$ cat config.mk
export PLATFORM = sky130hd
export DESIGN_NAME = pBusTop
export DESIGN_NICKNAME = d
export VERILOG_FILES = /design/src/hw/pBusPkg.sv /design/src/hw/pBusIf.sv /design/src/hw/pCycleSeq.sv /design/src/hw/pBusLatch.sv /design/src/hw/fixPixelOut.sv /design/src/hw/pBusTop.sv
export SDC_FILE = /design/constraint.sdc
export NUM_CORES = 1
export LEC_CHECK = 0
export BUFFER_PORTS_ARGS = -buffer_cell sky130_fd_sc_hd__buf_2
export CORE_UTILIZATION = 46
export CTS_CLUSTER_DIAMETER = 50
export DETAILED_ROUTE_END_ITERATION = 12
export PLACE_DENSITY = 0.8
export SYNTH_ARGS = -nofsm -noshare
export SYNTH_HDL_FRONTEND = slang
export SYNTH_SLANG_ARGS = --single-unit
$ cat constraint.sdc
create_clock -name CLK_24M -period 2.3 [get_ports CLK_24M]
set_clock_uncertainty 0.05 [all_clocks]
set_input_delay 0.345 -clock CLK_24M [delete_from_list [all_inputs] [get_ports CLK_24M]]
set_output_delay 0.345 -clock CLK_24M [all_outputs]
set_load 0.01 [all_outputs]
$ cat src/hw/pBusPkg.sv
`default_nettype none

package pBusPkg;

	// Slot index of the 16-slot P-bus cycle
	typedef logic [3:0] slotNum_t;

	// Slot map, one word per slot range
	localparam slotNum_t slotSt = 4'd0;	// Sprite ROM address
	localparam slotNum_t slotLoFirst = 4'd1;	// L0 ROM address start
	localparam slotNum_t slotLoLast = 4'd5;	// L0 ROM address end
	localparam slotNum_t slotSp = 4'd6;	// Sprite palette
	localparam slotNum_t slotFtFirst = 4'd7;	// Fix ROM address start
	localparam slotNum_t slotFtLast = 4'd8;	// Fix ROM address end
	localparam slotNum_t slotXFirst = 4'd9;	// Sprite X start
	localparam slotNum_t slotXLast = 4'd13;	// Sprite X end
	localparam slotNum_t slotFpFirst = 4'd14;	// Fix palette start
	localparam slotNum_t slotFpLast = 4'd15;	// Fix palette end

	// Field widths
	localparam int fixAddrW = 16;	// Fix ROM address
	localparam int l0AddrW = 16;	// L0 ROM address
	localparam int sprAddrW = 24;	// Sprite ROM address, full bus width
	localparam int palW = 8;	// Sprite palette, also X position
	localparam int fixPalW = 4;	// Fix palette

	// Field view of the bus word
	// Fix palette rides in the low nibble of the sprPal byte, bits 19 to 16
	typedef struct packed {
		logic [palW-1:0] sprPal;	// Bits 23 to 16
		logic [palW-1:0] xPos;	// Bits 15 to 8
		logic [7:0] pad;	// Always zero
	} pBusField_t;

	// One P-bus word, read as address or as fields
	typedef union packed {
		logic [sprAddrW-1:0] addr;	// Sprite, fix and L0 addresses
		pBusField_t field;	// Palette and X slots
	} pBusWord_u;

endpackage

`default_nettype wire

$ cat src/hw/pBusIf.sv
`timescale 1ns/100ps
`default_nettype none

interface pBusIf
	import pBusPkg::*;
();

	slotNum_t slot;	// Current slot
	pBusWord_u word;	// Word on the P bus this slot

	// Fields held by the latch stage
	logic [fixAddrW-1:0] fixRomAddr;	// Held fix ROM address
	logic [sprAddrW-1:0] sprRomAddr;	// Held sprite ROM address
	logic [palW-1:0] sprPal;	// Held sprite palette
	logic [palW-1:0] sprXpos;	// Held sprite X
	logic [fixPalW-1:0] fixPal;	// Held fix palette

	// Slot counter and bus mux
	modport seq (
		output slot,
		output word
	);

	// External address latch model
	modport latch (
		input slot,
		input word,
		output fixRomAddr,
		output sprRomAddr,
		output sprPal,
		output sprXpos,
		output fixPal
	);

	// Fix pixel stage
	modport pix (
		input slot,
		input fixPal
	);

endinterface

`default_nettype wire

$ cat src/hw/pCycleSeq.sv
`timescale 1ns/100ps
`default_nettype none

module pCycleSeq
	import pBusPkg::*;
(
	input logic CLK_24M,
	input logic nRESET,
	input logic [fixAddrW-1:0] sRomAddr,	// Fix ROM address from fix map
	input logic [l0AddrW-1:0] l0RomAddr,	// L0 ROM address
	input logic [sprAddrW-1:0] cRomAddr,	// Sprite ROM address
	input logic [palW-1:0] sprPal,	// Sprite palette
	input logic [palW-1:0] sprXpos,	// Sprite X position
	input logic [fixPalW-1:0] fixPal,	// Fix palette
	pBusIf.seq bus,	// Slot and word out
	output logic s1h1,	// Half-cycle strobe
	output logic nVcs	// Sprite X window, active low
);

	slotNum_t slotCnt;	// Current slot
	slotNum_t slotNext;	// Slot of the coming cycle
	pBusWord_u word;	// Word for this slot
	logic xNext;	// Coming slot is an X slot

	assign slotNext = slotCnt + 1'b1;	// Wraps at 16

	// Free-running slot counter, no stall
	always_ff @(posedge CLK_24M)
	begin
		if (!nRESET)
			slotCnt <= '0;
		else
			slotCnt <= slotNext;
	end

	assign bus.slot = slotCnt;
	assign s1h1 = slotCnt[3];	// High in slots 8 to 15

	// Bus word per slot
	// Unused bytes read zero, no tristate here
	always_comb
	begin
		word = '0;
		case (slotCnt) inside
			slotSt:
				word.addr = cRomAddr;	// Full 24-bit sprite address
			[slotLoFirst:slotLoLast]:
				word.addr[l0AddrW-1:0] = l0RomAddr;	// Upper byte zero
			slotSp:
				word.field.sprPal = sprPal;	// Upper byte
			[slotFtFirst:slotFtLast]:
				word.addr[fixAddrW-1:0] = sRomAddr;	// Low 16 bits
			[slotXFirst:slotXLast]:
				word.field.xPos = sprXpos;	// Middle byte
			[slotFpFirst:slotFpLast]:
				word.field.sprPal[fixPalW-1:0] = fixPal;	// Bits 19 to 16
			default:
				word = '0;
		endcase
	end

	assign bus.word = word;

	// nVcs follows the X slots, one register stage
	// Decided from the next slot so the low level lines up with slot 9
	assign xNext = (slotNext >= slotXFirst) && (slotNext <= slotXLast);

	always_ff @(posedge CLK_24M)
	begin
		if (!nRESET)
			nVcs <= 1'b1;	// Inactive
		else
			nVcs <= !xNext;
	end

	// Registered strobe must sit inside the X window
	nVcsInX: assert property (
		@(posedge CLK_24M) disable iff (!nRESET)
		!nVcs |-> (slotCnt >= slotXFirst) && (slotCnt <= slotXLast)
	) else $error("nVcs low outside X slots, slot %0d", slotCnt);

endmodule

`default_nettype wire

$ cat src/hw/pBusLatch.sv
`timescale 1ns/100ps
`default_nettype none

module pBusLatch
	import pBusPkg::*;
(
	input logic CLK_24M,
	input logic nRESET,
	pBusIf.latch bus	// Slot and word in, held fields out
);

	logic capSt;	// Last sprite address slot
	logic capSp;	// Sprite palette slot
	logic capFt;	// Last fix address slot
	logic capX;	// Last X slot
	logic capFp;	// Last fix palette slot
	logic inFp;	// Any fix palette slot

	// Capture strobes, last cycle of each range
	assign capSt = (bus.slot == slotSt);
	assign capSp = (bus.slot == slotSp);
	assign capFt = (bus.slot == slotFtLast);
	assign capX = (bus.slot == slotXLast);
	assign capFp = (bus.slot == slotFpLast);

	assign inFp = (bus.slot >= slotFpFirst) && (bus.slot <= slotFpLast);

	// Sprite ROM address, whole word
	always_ff @(posedge CLK_24M)
	begin
		if (!nRESET)
			bus.sprRomAddr <= '0;
		else if (capSt)
			bus.sprRomAddr <= bus.word.addr;
	end

	// Sprite palette from the upper byte
	always_ff @(posedge CLK_24M)
	begin
		if (!nRESET)
			bus.sprPal <= '0;
		else if (capSp)
			bus.sprPal <= bus.word.field.sprPal;
	end

	// Fix ROM address, low half of the word
	always_ff @(posedge CLK_24M)
	begin
		if (!nRESET)
			bus.fixRomAddr <= '0;
		else if (capFt)
			bus.fixRomAddr <= bus.word.addr[fixAddrW-1:0];
	end

	// Sprite X from the middle byte
	always_ff @(posedge CLK_24M)
	begin
		if (!nRESET)
			bus.sprXpos <= '0;
		else if (capX)
			bus.sprXpos <= bus.word.field.xPos;
	end

	// Fix palette, low nibble of the upper byte
	always_ff @(posedge CLK_24M)
	begin
		if (!nRESET)
			bus.fixPal <= '0;
		else if (capFp)
			bus.fixPal <= bus.word.field.sprPal[fixPalW-1:0];
	end

	// The sequencer must leave bits 23 to 20 clear while the fix palette is out
	fpUpperZero: assert property (
		@(posedge CLK_24M) disable iff (!nRESET)
		inFp |-> (bus.word.field.sprPal[palW-1:fixPalW] == '0)
	) else $error("P bus upper nibble set in fix palette slot %0d", bus.slot);

endmodule

`default_nettype wire

$ cat src/hw/fixPixelOut.sv
`timescale 1ns/100ps
`default_nettype none

module fixPixelOut
	import pBusPkg::*;
(
	input logic CLK_24M,
	input logic nRESET,
	pBusIf.pix bus,	// Slot and held fix palette
	input logic [7:0] fixRomData,	// Fix ROM byte, two pixels
	input logic [7:0] l0RomData,	// L0 ROM byte
	output logic [3:0] fixPixel,	// Current fix pixel
	output logic [fixPalW-1:0] fixPixelPal,	// Palette for fixPixel
	output logic [7:0] l0Data	// Held L0 byte
);

	logic [7:0] fixByte;	// Captured pixel pair
	logic capFix;	// End of fix palette slot
	logic capL0;	// End of L0 address slots
	logic secondHalf;	// Slots 8 to 15

	assign capFix = (bus.slot == slotFpLast);
	assign capL0 = (bus.slot == slotLoLast);
	assign secondHalf = bus.slot[3];	// Same as s1h1

	// Pixel pair and its palette land together
	// Palette here is the one held since the previous slot-15 edge
	always_ff @(posedge CLK_24M)
	begin
		if (!nRESET)
		begin
			fixByte <= '0;
			fixPixelPal <= '0;
		end
		else if (capFix)
		begin
			fixByte <= fixRomData;
			fixPixelPal <= bus.fixPal;
		end
	end

	// Low nibble first, then high nibble
	assign fixPixel = secondHalf ? fixByte[7:4] : fixByte[3:0];

	// L0 byte at the end of the address window
	always_ff @(posedge CLK_24M)
	begin
		if (!nRESET)
			l0Data <= '0;
		else if (capL0)
			l0Data <= l0RomData;
	end

	// Palette only moves right after the slot-15 edge
	fixPalOnEdge: assert property (
		@(posedge CLK_24M) disable iff (!nRESET)
		$changed(fixPixelPal) |-> ($past(bus.slot) == slotFpLast)
	) else $error("fixPixelPal changed outside slot-15 edge");

endmodule

`default_nettype wire

$ cat src/hw/pBusTop.sv
`timescale 1ns/100ps
`default_nettype none

module pBusTop
	import pBusPkg::*;
(
	input logic CLK_24M,
	input logic nRESET,
	input logic [fixAddrW-1:0] sRomAddr,	// Fix ROM address in
	input logic [l0AddrW-1:0] l0RomAddr,	// L0 ROM address in
	input logic [sprAddrW-1:0] cRomAddr,	// Sprite ROM address in
	input logic [palW-1:0] sprPal,	// Sprite palette in
	input logic [palW-1:0] sprXpos,	// Sprite X in
	input logic [fixPalW-1:0] fixPal,	// Fix palette in
	input logic [7:0] fixRomData,	// Fix ROM byte
	input logic [7:0] l0RomData,	// L0 ROM byte
	output logic [sprAddrW-1:0] pBus,	// P bus word
	output logic s1h1,	// Slot bit 3
	output logic nVcs,	// X window, active low
	output logic [fixAddrW-1:0] fixRomAddr,	// Latched fix address
	output logic [sprAddrW-1:0] sprRomAddr,	// Latched sprite address
	output logic [palW-1:0] sprPalOut,	// Latched sprite palette
	output logic [palW-1:0] sprXposOut,	// Latched sprite X
	output logic [fixPalW-1:0] fixPalOut,	// Latched fix palette
	output logic [3:0] fixPixel,	// Fix pixel
	output logic [fixPalW-1:0] fixPixelPal,	// Fix pixel palette
	output logic [7:0] l0Data	// Latched L0 byte
);

	pBusIf bus ();	// Internal P bus

	pCycleSeq i_seq (
		.CLK_24M (CLK_24M),
		.nRESET (nRESET),
		.sRomAddr (sRomAddr),
		.l0RomAddr (l0RomAddr),
		.cRomAddr (cRomAddr),
		.sprPal (sprPal),
		.sprXpos (sprXpos),
		.fixPal (fixPal),
		.bus (bus.seq),
		.s1h1 (s1h1),
		.nVcs (nVcs)
	);

	pBusLatch i_latch (
		.CLK_24M (CLK_24M),
		.nRESET (nRESET),
		.bus (bus.latch)
	);

	fixPixelOut i_pix (
		.CLK_24M (CLK_24M),
		.nRESET (nRESET),
		.bus (bus.pix),
		.fixRomData (fixRomData),
		.l0RomData (l0RomData),
		.fixPixel (fixPixel),
		.fixPixelPal (fixPixelPal),
		.l0Data (l0Data)
	);

	// Bus and held fields out to pins
	assign pBus = bus.word.addr;
	assign fixRomAddr = bus.fixRomAddr;
	assign sprRomAddr = bus.sprRomAddr;
	assign sprPalOut = bus.sprPal;
	assign sprXposOut = bus.sprXpos;
	assign fixPalOut = bus.fixPal;

endmodule

`default_nettype wire

Yosys cells after proc, flatten, opt, wreduce, memory -nomap -nowiden
Cells that the tools add are included.

word-level totals
  register bits = 85
  bits of input ports = 94
  output and inout port bits = 102

operators by class
  add/subtract/negate cells = 1
  $lt $le $gt $ge = 10
  equality and inequality tests = 5
  mux-type cells = 19
  reduce and logical (&&, ||, !) cells = 7

operators with widths
  operator               count
  $mux W8                9
  $mux W4                10
  $le A4 B4 Y1 const B   4
  $eq A4 B4 Y1 const B   3
  $ge A4 B4 Y1 const B   3
  $eq A4 B3 Y1 const B   2
  $logic_and A1 B1 Y1    5
  $add A4 B1 Y4 const B  1
  $ge A4 B1 Y1 const B   1
  $ge A4 B3 Y1 const B   1
  $le A4 B3 Y1 const B   1
  $logic_not A4 Y1       1
  $logic_not A1 Y1       1

Depth between registers and ports, before layout
Gate-level depths: netlist (run 1).

  depth after elaboration = 8
  gate-level depth with buffers = 8
  gate-level depth less buffers = 5

Modules after synthesis
A second synthesis (run 1) with hierarchy kept.

second synthesis, totals
  cell total of the unflattened synthesis = 482
  area, all modules = 4241.6 um^2

modules (own cells, without submodules)
  module       times used  cells each  area an instance (um^2)  sequential area each (um^2)
  pBusLatch    1           224         2265.9                   1201.2
  pCycleSeq    1           165         1101.1                   100.1
  fixPixelOut  1           93          874.6                    400.4

Worst setup path before layout (run 1)
Ideal clock, no wire load.

  path type = reg-to-output
  start = register i_seq.slotCnt[0], in the netlist i_seq.bus.slot[0]
  end = output port pBus[10]
  data arrival time = 1.780 ns
  setup slack = 0.125 ns
  cell stages (with the launch flop) = 7
  path through = dfxtp_1 > inv_1 > ha_1 > buf_4 > nor2b_1 > o32ai_2 > a221o_1

on the way
  cells in the longest elaborated chain, start to end = 7
  elaborated cells between the ends (all ways) = 16

ends and longest elaborated chain
  item                                                           RTL line         source
  start, declared                                                pCycleSeq.sv:20  slotNum_t slotCnt;
  start signal, assigned                                         pCycleSeq.sv:33  slotCnt <= slotNext;
  $ge A4 B4 Y1 (no line) / $le A4 B4 Y1 (equally long branches)  n/a
  $logic_and A1 B1 Y1 (no line)                                  n/a
  $mux W8 (4 in series)                                          pCycleSeq.sv:44  case (slotCnt) inside
  $mux W8 *                                                      pCycleSeq.sv:44
  end, declared                                                  pBusTop.sv:17    output logic [sprAddrW-1:0] pBus,

Mark *: on every way between the ends. The rest lies on a longest branch, timed or not.

Final worst setup path (run 1)
  start = register i_seq.slotCnt[0], in the netlist i_seq.bus.slot[0]
  end = output port pBus[7]

on the way
  cells in the longest elaborated chain, start to end = 6
  elaborated cells between the ends (all ways) = 12

ends and longest elaborated chain
  item                                                           RTL line
  $ge A4 B3 Y1 (no line) / $le A4 B4 Y1 (equally long branches)  n/a
  $logic_and A1 B1 Y1 (no line)                                  n/a
  $mux W8 (3 in series)                                          pCycleSeq.sv:44
  $mux W8 *                                                      pCycleSeq.sv:44

Marked as above.

==> results.json, run 1 <==
{
  "dpl.hpwl_um": 8990,
  "whs_ns": 0.186,
  "cts_root_buf": "clkbuf_8",
  "io-pin-count": 196,
  "drive_gt1_frac": 0.422,
  "crit_type": "reg -> out",
  "layout.nets": 791,
  "cp_max_fo": 6,
  "worstPathRequired_ns": 1.90,
  "cp_slowest_cell": "or3b_4",
  "placed_cell_area_um2": 5120,
  "avgSynthCellArea_um2": 8.29,
  "die_h_um": 95.9,
  "yosysUniqueCellTypes": 40,
  "clk_pin_slew_ns": 0.09,
  "syn-num-nets": 589,
  "p_per_area_nw_per_um2": 583,
  "clk_latency_ns": 0.34,
  "finalPower_mw": 3.32,
  "layout_setup_ws_ns": -0.130,
  "seq_area_frac_synth": 0.420,
  "status": "complete, but fails checks",
  "cts.htree.levels": 3,
  "rows": 33,
  "grt_setup_unrepaired": "true",
  "slew_violations": 0,
  "die_w_um": 95.9,
  "layout.cells.non_filler": 801,
  "syn_inst": 489,
  "wire_per_inst_um": 15.8,
  "maxCapViolations": 0,
  "cts_tree": "done",
  "dr.pass1.iters": 5,
  "drc_errors": 0,
  "fin_area_um2": 5700,
  "grt_start_max_net_pins": 43,
  "dr_total_vias": 4270,
  "synth_flop_cell": "dfxtp_1",
  "async_flop_share": 0,
  "dp.cells": 766,
  "clock-sinks": 85,
  "grt_overflow": 0,
  "max_stage_delay_ns": 0.41,
  "port_buffers": 195,
  "critPathBufInv": 4,
  "cts_buffers": 9,
  "area_delta_synth_final_pct": 40.6,
  "violations": "setup timing",
  "clockBufferDepth": 2,
  "drt_iter0_drc": 148,
  "min_period_ns": 2.43,
  "end_kind": "primary output",
  "max-slew-margin-rel": 0.592,
  "period_share": 1.06,
  "setup_viol": 18,
  "ys_seq_elements": 85,
  "n_antenna_cell": 0,
  "start_util": 0.484,
  "syn_area_um2": 4050,
  "antenna_found_initial": 0,
  "track_usage": 0.269,
  "p_leak_nw": 2.69,
  "coreArea_um2": 8380,
  "fmax_ghz": 0.412,
  "vdd_drop_max_v": 0.000428,
  "worstMarginPinSlew_ns": 0.613,
  "gp_congestion": 0.911,
  "ys_warn_count": 0,
  "cp.arrival_ns": 2.03,
  "worstPathCellList": "inv_2, ha_4, buf_6, or3b_4, buf_4, nor2_2, o2bb2ai_2, buf_2",
  "hold_violations": 0,
  "wl_um": 12600,
  "start_kind": "flop",
  "path_delay_family": "buffers and inverters",
  "hp-class": "in -> reg",
  "hold_buffers": 0,
  "via_per_inst": 5.33,
  "dieArea_um2": 9190,
  "grt_pass1_vias": 3898,
  "drt.antenna.violating_nets": 0,
  "synth_edf_count": 0,
  "grt_pass1_wl_um": 18600
}
## state kept, by name, summed over array words and instances (netlist names)
signal	flops
i_pix.fixByte	8
i_latch.bus.fixPal	4
i_latch.bus.sprPal	8
i_seq.nVcs	1
i_pix.l0Data	8
i_pix.fixPixelPal	4
i_seq.bus.slot	4
i_latch.bus.sprRomAddr	24
i_latch.bus.fixRomAddr	16
i_latch.bus.sprXpos	8
## tightest hold or removal path: cells and delay by family
| family | cells | cell delay (ns) |
|---|---|---|
| buffers and inverters | 1 | 0.09 |
| AOI/OAI and AO/OA | 1 | 0.07 |
| and+or+nand+nor | 1 | 0.04 |
## cell families (layout without fill, tap and decap cells)
| kind of cell | Yosys count | count (layout) | synth area share |
|---|---|---|---|
| XOR/XNOR | 3 | 3 | 0.00648 |
| AO/OA/AOI/OAI | 132 | 133 | 0.239 |
| multiplexers | 12 | 12 | 0.0309 |
| buffers and inverters | 44 | 250 | 0.0537 |
| AND/OR/NAND/NOR | 207 | 207 | 0.232 |
| adder cells (fa/ha/maj) | 6 | 6 | 0.0185 |
| flip-flops | 85 | 85 | 0.420 |
## cell usage after synthesis, types with 2 or more instances
cell / number / area share
a211o_1: 8 / 0.017
mux2i_1: 8 / 0.020
a221o_1: 8 / 0.020
and3b_1: 2 / 0.0043
nor2_1: 42 / 0.039
dfxtp_1: 85 / 0.42
nor3b_1: 8 / 0.015
nand2_1: 113 / 0.10
xnor2_1: 2 / 0.0043
a31oi_1: 4 / 0.0062
ha_1: 6 / 0.019
and2_1: 3 / 0.0046
a2111oi_0: 8 / 0.017
a21boi_0: 55 / 0.10
buf_6: 2 / 0.0056
nor2b_1: 10 / 0.015
nand3b_1: 2 / 0.0037
buf_4: 3 / 0.0056
mux2_2: 4 / 0.011
a21oi_1: 4 / 0.0049
nand3_1: 19 / 0.023
o2bb2ai_1: 8 / 0.017
buf_2: 20 / 0.025
inv_1: 2 / 0.0019
clkbuf_1: 16 / 0.015
o21ai_0: 32 / 0.040
and3_1: 2 / 0.0031
## final cells by class
type | instances | area (um^2)
fillers | 696 | 2690
clock inverters | 6 | 46.3
repair buffers | 232 | 1320
clock buffers | 10 | 128
inverters | 2 | 10.0
well taps | 105 | 131
multi-input cells | 361 | 2360
flip-flops and latches | 85 | 1700
## routing by layer
layer,GRT usage,vias to the layer above,routed length (um)
met2,0.463,175,6130
met1,0.331,1985,5460
met4,0.104,0,232
li1,-,2088,-
met3,0.0506,22,804
met5,0,-,0
## metrics by stage
stage | setup WS (ns) | utilization | TNS [ns]
after floorplan | 0.125 | - | 0
after global placement | -0.100 | 0.611 | -0.329
after detailed placement | -0.130 | 0.611 | -0.859
after CTS | -0.106 | 0.673 | -1.48
after global routing | -0.189 | 0.680 | -3.39
final | -0.130 | 0.680 | -1.65
## cell usage in the layout, fill, tap and decap left out, drive strengths merged, types with 3 or more instances in the layout
cell type / instances
a221o: 8
a21boi: 56
and2: 3
mux2i: 8
nand2: 113
o2bb2ai: 8
inv: 4
buf: 232
a31oi: 4
nand3: 19
mux2: 4
o21ai: 32
a21oi: 4
nor2: 42
ha: 6
a211o: 8
clkbuf: 10
a2111oi: 8
nor2b: 10
dfxtp: 85
nor3b: 9
## worst paths after layout
| path | cells past startpoint | slack, ns | startpoint | to |
|---|---|---|---|---|
| worst max-delay path | 8 | -0.13 | i_seq.bus.slot[0] | pBus[7] |
| worst min-delay path | 3 | 0.19 | fixRomData[0] | i_pix.fixByte[0] |
| worst max register to register | 4 | 0.34 | i_seq.bus.slot[3] | i_latch.bus.fixRomAddr[8] |
| worst min register to register | 2 | 0.41 | i_latch.bus.fixRomAddr[0] | i_latch.bus.fixRomAddr[0] |
## where the power goes
group	leakage (nW)	switching, mW	internal, mW
combinational	1.91	0.433	0.388
sequential	0.690	0.0256	1.52
clock	0.0833	0.557	0.401
total	2.69	1.01	2.31
## what timing repair did
action,in CTS,in global routing
pin swaps,13,9
resized for setup,56,11
cloned,1,0
setup endpoints to repair,24,24
hold endpoints to repair,0,0
buffers inserted,14,4
No activity file was read; power rests on OpenSTA's default activity.
==> inputs of run 2 (changes only) <==
CORE_UTILIZATION = 47   (was 46)
SYNTH_HIERARCHICAL = 1   (was not set)
==> run 2 against run 1 <==
  * Via count increased by 2.9%
  * The run still ends with setup timing left
  * Design area increased by 7.1%
  * Non-clock buffer count up 15
  * Global-route usage decreased by 0.25 points
  * Largest power group unchanged
  * Power increased by 19%
==> results.json, run 2 <==
{
  "fmax_ghz": 0.393,
  "dr_total_vias": 4392,
  "rows": 34,
  "slew_violations": 0,
  "start_kind": "flop",
  "seq_power_share": 0.396,
  "drt_iter0_drc": 180,
  "grt_pass1_vias": 4286,
  "clk_pin_slew_ns": 0.09,
  "layout.nets": 804,
  "die_w_um": 97.0,
  "drt.antenna.violating_nets": 0,
  "cp_max_fo": 8,
  "dieArea_um2": 9410,
  "seq_area_frac_synth": 0.401,
  "die_h_um": 97.0,
  "setup_viol": 26,
  "hold_buffers": 0,
  "violations": "setup timing",
  "worstMarginPinSlew_ns": 0.657,
  "maxCapViolations": 0,
  "synth_commonest_cells": "nand2_1, dfxtp_1, mux2i_1, nor2_1, o21ai_0",
  "netlist.area_leader.share": 0.401,
  "cts_buffers": 9,
  "worstPathCellList": "inv_4, ha_4, or2_4, o41ai_4, buf_12, a221oi_2, nor2_1, buf_2",
  "comb_power_share": 0.251,
  "drive_gt1_frac": 0.431,
  "synth_area_leaders": "dfxtp_1, mux2i_1, nand2_1",
  "dr.pass1.iters": 6,
  "io-pin-count": 196,
  "grt_start_max_net_pins": 42,
  "port_buffers": 195,
  "cp_slowest_cell": "dfxtp_4",
  "avgSynthCellArea_um2": 8.80,
  "cts_root_buf": "clkbuf_8",
  "grtUsageMet3": 0.0506,
  "cts_tree": "done",
  "end_kind": "primary output",
  "grt_overflow": 0,
  "worstPathRequired_ns": 1.90,
  "ys_seq_elements": 85,
  "max-slew-margin-rel": 0.560,
  "yosys.area.top_type": "dfxtp_1",
  "layout_commonest_cell": "buf_2",
  "power.share.clock": 0.353,
  "track_usage": 0.266,
  "internal-power_mw": 2.87,
  "finalSetupTns_ns": -3.93,
  "start_util": 0.486,
  "clock-sinks": 85,
  "ys_warn_count": 6,
  "hold_violations": 0,
  "clockBufferDepth": 2,
  "final_cell_mix": "buf_2, nand2_1, dfxtp_1",
  "switchingPower_mw": 1.10,
  "max_stage_delay_ns": 0.40,
  "grt_use_met1": 0.308,
  "syn_area_um2": 4240,
  "crit_type": "reg -> out",
  "period_share": 1.11,
  "whs_ns": 0.183,
  "syn-num-nets": 582,
  "cp.arrival_ns": 2.15,
  "wl_um": 13200,
  "synth.most_common_cell": "nand2_1",
  "synth_flop_cell": "dfxtp_1",
  "status": "complete, but fails checks",
  "fin_util": 0.700,
  "largest_reg_flops": 24,
  "antenna_found_initial": 1,
  "area_delta_synth_final_pct": 43.8,
  "netSwitchingFraction": 0.277,
  "cts.htree.levels": 3,
  "p_leak_nw": 3.16,
  "grt_pass1_wl_um": 20300,
  "dpl.hpwl_um": 9030,
  "grt_use_met2": 0.467,
  "largestRegisters": "i_latch/bus.sprRomAddr: 24 flops, i_latch/bus.fixRomAddr: 16 flops",
  "coreArea_um2": 8720,
  "p_per_area_nw_per_um2": 650,
  "syn_inst": 482,
  "yosysUniqueCellTypes": 45,
  "largest-register": "i_latch/bus.sprRomAddr",
  "async_flop_share": 0,
  "min_period_ns": 2.54,
  "drc_errors": 0,
  "grt-busiest-layer": "met2",
  "vdd_drop_max_v": 0.000513,
  "grt_setup_unrepaired": "true",
  "via_per_inst": 5.38,
  "layout_setup_ws_ns": -0.243,
  "clk_latency_ns": 0.34,
  "gp_congestion": 0.991,
  "wire_per_inst_um": 16.1,
  "hp-class": "in -> reg",
  "synth_edf_count": 0
}
## run 2: logic make-up (layout without fill, tap and decap cells)
logic type,after synthesis,after routing,share of synthesized area
flip-flops,85,85,0.401
AO/OA/AOI/OAI,69,69,0.120
buffers and inverters,46,272,0.0608
adder cells (fa/ha/maj),6,6,0.0177
XOR/XNOR,4,4,0.00826
AND/OR/NAND/NOR,188,188,0.192
multiplexers,84,84,0.199
other,0,1,0
## run 2: final cells by class
class                      instances  area, um^2
timing repair buffer             247        1470
antenna                            1        2.50
fill                             682        2620
tap                              108         135
clock inverter                     5         131
inverter                          10        42.5
sequential                        85        1710
clock buffer                      10         138
multi-input combinational        351        2470
## run 2: what timing repair did
| action | CTS | global route |
|---|---|---|
| pin swaps | 27 | 17 |
| resized for setup | 36 | 12 |
| setup buffers | 20 | 8 |
| endpoints found under the setup margin | 24 | 40 |
| cloned | 1 | 0 |
## run 2: layer usage
| layer | vias to the layer above | wire [um] |
|---|---|---|
| li1 | 2096 | - |
| met1 | 2040 | 5230 |
| met2 | 215 | 6610 |
| met3 | 41 | 921 |
| met4 | 0 | 438 |
| met5 | - | 0 |
## run 2: final timing paths
path                startpoint                         to  slack, ns  cells past startpoint
min reg2reg   i_pix/fixByte[2]           i_pix/fixByte[2]       0.41                      2
min               l0RomData[2]            i_pix/l0Data[2]       0.18                      3
max reg2reg  i_seq/bus.slot[0]  i_latch/bus.sprRomAddr[2]      -0.08                     14
max          i_seq/bus.slot[0]                    pBus[7]      -0.24                      8
## run 2: stage by stage
stage	std cells	setup slack [ns]	total power, mW	instance area [um^2]
2_1_floorplan	482	0.0171	2.05	4240
4_1_cts	809	-0.173	3.91	5980
5_1_grt	817	-0.326	4.13	6100
3_5_place_dp	773	-0.0471	2.38	5350
3_3_place_gp	773	0.0569	2.36	5350
6_report	817	-0.243	3.97	6100
## run 2: power by group through the flow
stage,clock network [mW],logic (mW),registers [mW]
after floorplan,0,0.420,1.63
after global placement,0,0.764,1.60
after detailed placement,0,0.779,1.60
after CTS,1.42,0.927,1.57
after global routing,1.49,1.06,1.58
final,1.40,0.997,1.57
## run 2: worst max-delay path, delay by kind of cell (launching register included)
kind / cells / cell delay (ns)
and+or+nand+nor: 2 / 0.50
buffers and inverters: 3 / 0.41
DFF: 1 / 0.40
AOI/OAI and AO/OA: 2 / 0.33
adders and majority gates: 1 / 0.17
==> inputs of run 3 (changes only) <==
PLACE_DENSITY = not set   (was 0.8)
PLACE_DENSITY_LB_ADDON = 0.25   (was not set)
==> run 3 against run 2 <==
  * The run still ends with setup timing left
  * Global-route usage fell by 1.2 points
  * Wire length down 3.5%
  * Non-clock buffer count shrank 1
  * Setup slack better by 0.038 ns
  * Die area unchanged
==> results.json, run 3 (same netlist as run 2, synthesis figures left out) <==
{
  "wl_um": 12700,
  "p_per_area_nw_per_um2": 618,
  "cp.depth": 8,
  "cp_slowest_cell": "dfxtp_4",
  "clk_latency_ns": 0.35,
  "area_delta_synth_final_pct": 42.4,
  "hp-class": "in -> reg",
  "die_h_um": 97.0,
  "die_w_um": 97.0,
  "worst-r2r-setup-slack_ns": 0.10,
  "layout.cells.non_filler": 815,
  "cp.arrival_ns": 2.11,
  "grt_pass1_vias": 4066,
  "finalSetupTns_ns": -3.33,
  "wire_per_inst_um": 15.6,
  "grt_start_max_net_pins": 47,
  "grt_pass1_wl_um": 19400,
  "cts.htree.levels": 3,
  "drive_gt1_frac": 0.430,
  "vdd_drop_max_v": 0.000391,
  "max_stage_delay_ns": 0.39,
  "clockBufferDepth": 2,
  "fmax_ghz": 0.399,
  "cts_buffers": 9,
  "max-slew-margin-rel": 0.550,
  "dpl.hpwl_um": 8950,
  "worstMarginPinSlew_ns": 0.671,
  "largest-register": "i_latch/bus.sprRomAddr",
  "cts_root_buf": "clkbuf_8",
  "status": "complete, but fails checks",
  "cp_max_fo": 8,
  "p_leak_nw": 3.13,
  "layout.nets": 803,
  "dp_slack_ns": -0.0176,
  "violations": "setup timing",
  "worstPathRequired_ns": 1.90,
  "io-pin-count": 196,
  "slew_violations": 0,
  "n_fill_cell": 668,
  "hold_buffers": 0,
  "setup_viol": 24,
  "end_kind": "primary output",
  "crit_start": "i_seq/bus.slot[0]",
  "path_delay_family": "simple AND/OR/NAND/NOR gates",
  "drc_errors": 0,
  "grtUsageMet3": 0.0694,
  "layout_setup_ws_ns": -0.204,
  "critPathBufInv": 3,
  "dieArea_um2": 9410,
  "r2r_cells": 10,
  "clock-sinks": 85,
  "placed_cell_area_um2": 5370,
  "whs_ns": 0.176,
  "clk_pin_slew_ns": 0.09,
  "hp-start": "l0RomData[5]",
  "gp_congestion": 0.848,
  "start_util": 0.486,
  "maxCapViolations": 0,
  "grt_overflow": 0,
  "n_antenna_cell": 0,
  "grt-busiest-layer": "met2",
  "layout_commonest_cell": "buf_2",
  "finalPower_mw": 3.73,
  "reg2reg_to": "i_latch/bus.sprPal[1]",
  "cts_tree": "done",
  "reg2reg_from": "i_seq/bus.slot[0]",
  "start_kind": "flop",
  "grt_use_met2": 0.432,
  "grt_use_met1": 0.310,
  "hold_violations": 0,
  "final_cell_mix": "buf_2, nand2_1, dfxtp_1",
  "rows": 34,
  "via_per_inst": 5.33,
  "coreArea_um2": 8720,
  "endpoint": "pBus[4]",
  "drt_iter0_drc": 214,
  "antenna_found_initial": 0,
  "largest_reg_flops": 24,
  "fin_area_um2": 6040,
  "period_share": 1.09,
  "worstPathCellList": "inv_4, ha_4, or2_4, o41ai_4, buf_6, a221oi_2, nor2_1, buf_2",
  "port_buffers": 195,
  "fin_util": 0.693,
  "crit_type": "reg -> out",
  "min_period_ns": 2.50,
  "track_usage": 0.254,
  "grt_setup_unrepaired": "true",
  "dp.cells": 773,
  "dr.pass1.iters": 5,
  "dr_total_vias": 4341,
  "largestRegisters": "i_latch/bus.sprRomAddr: 24 flops, i_latch/bus.fixRomAddr: 16 flops",
  "drt.antenna.violating_nets": 0
}
-- run 3: what timing repair did --
action / CTS / global route
cloned: 1 / 0
endpoints found under the hold margin: 0 / 0
resized for setup: 26 / 25
pin swaps: 22 / 23
setup endpoints to repair: 25 / 37
buffers inserted: 16 / 11
-- run 3: worst min path at each step --
stage | to | slack, ns | cells after the start
global route | i_pix/l0Data[1] | 0.16 | 3
CTS | i_pix/l0Data[7] | 0.16 | 3
detailed placement | i_seq/bus.slot[0] | 0.38 | 1
global placement | i_seq/bus.slot[0] | 0.36 | 1
floorplan | i_pix/fixByte[4] | 0.38 | 2
finish | i_pix/l0Data[5] | 0.18 | 3
-- run 3: cell type report --
class / count / area, um^2 / share of cell area
clock buffers: 10 / 138 / 0.0228
inverters: 10 / 40.0 / 0.00663
clock inverters: 5 / 83.8 / 0.0139
flip-flops and latches: 85 / 1710 / 0.283
repair buffers: 246 / 1470 / 0.244
well taps: 108 / 135 / 0.0224
multi-input cells: 351 / 2460 / 0.407
-- run 3: power by group --
group	leakage, nW	internal, mW	total (mW)	switching [mW]
registers	0.691	1.53	1.57	0.0368
clock network	0.105	0.639	1.17	0.534
logic	2.33	0.470	0.990	0.520
total	3.13	2.64	3.73	1.09
-- run 3: layer usage --
| layer | up-vias | wire, um |
|---|---|---|
| met1 | 2023 | 5170 |
| met5 | - | 0 |
| met3 | 23 | 978 |
| li1 | 2099 | - |
| met2 | 196 | 6360 |
| met4 | 0 | 231 |
-- run 3: worst register-to-register path: cells and delay by family (launching register included) --
kind,cells,cell delay (ns)
compound gates,1,0.34
simple gates,2,0.43
buf+inv,5,0.61
flops,1,0.39
fa+ha+maj,1,0.18
mux,1,0.09
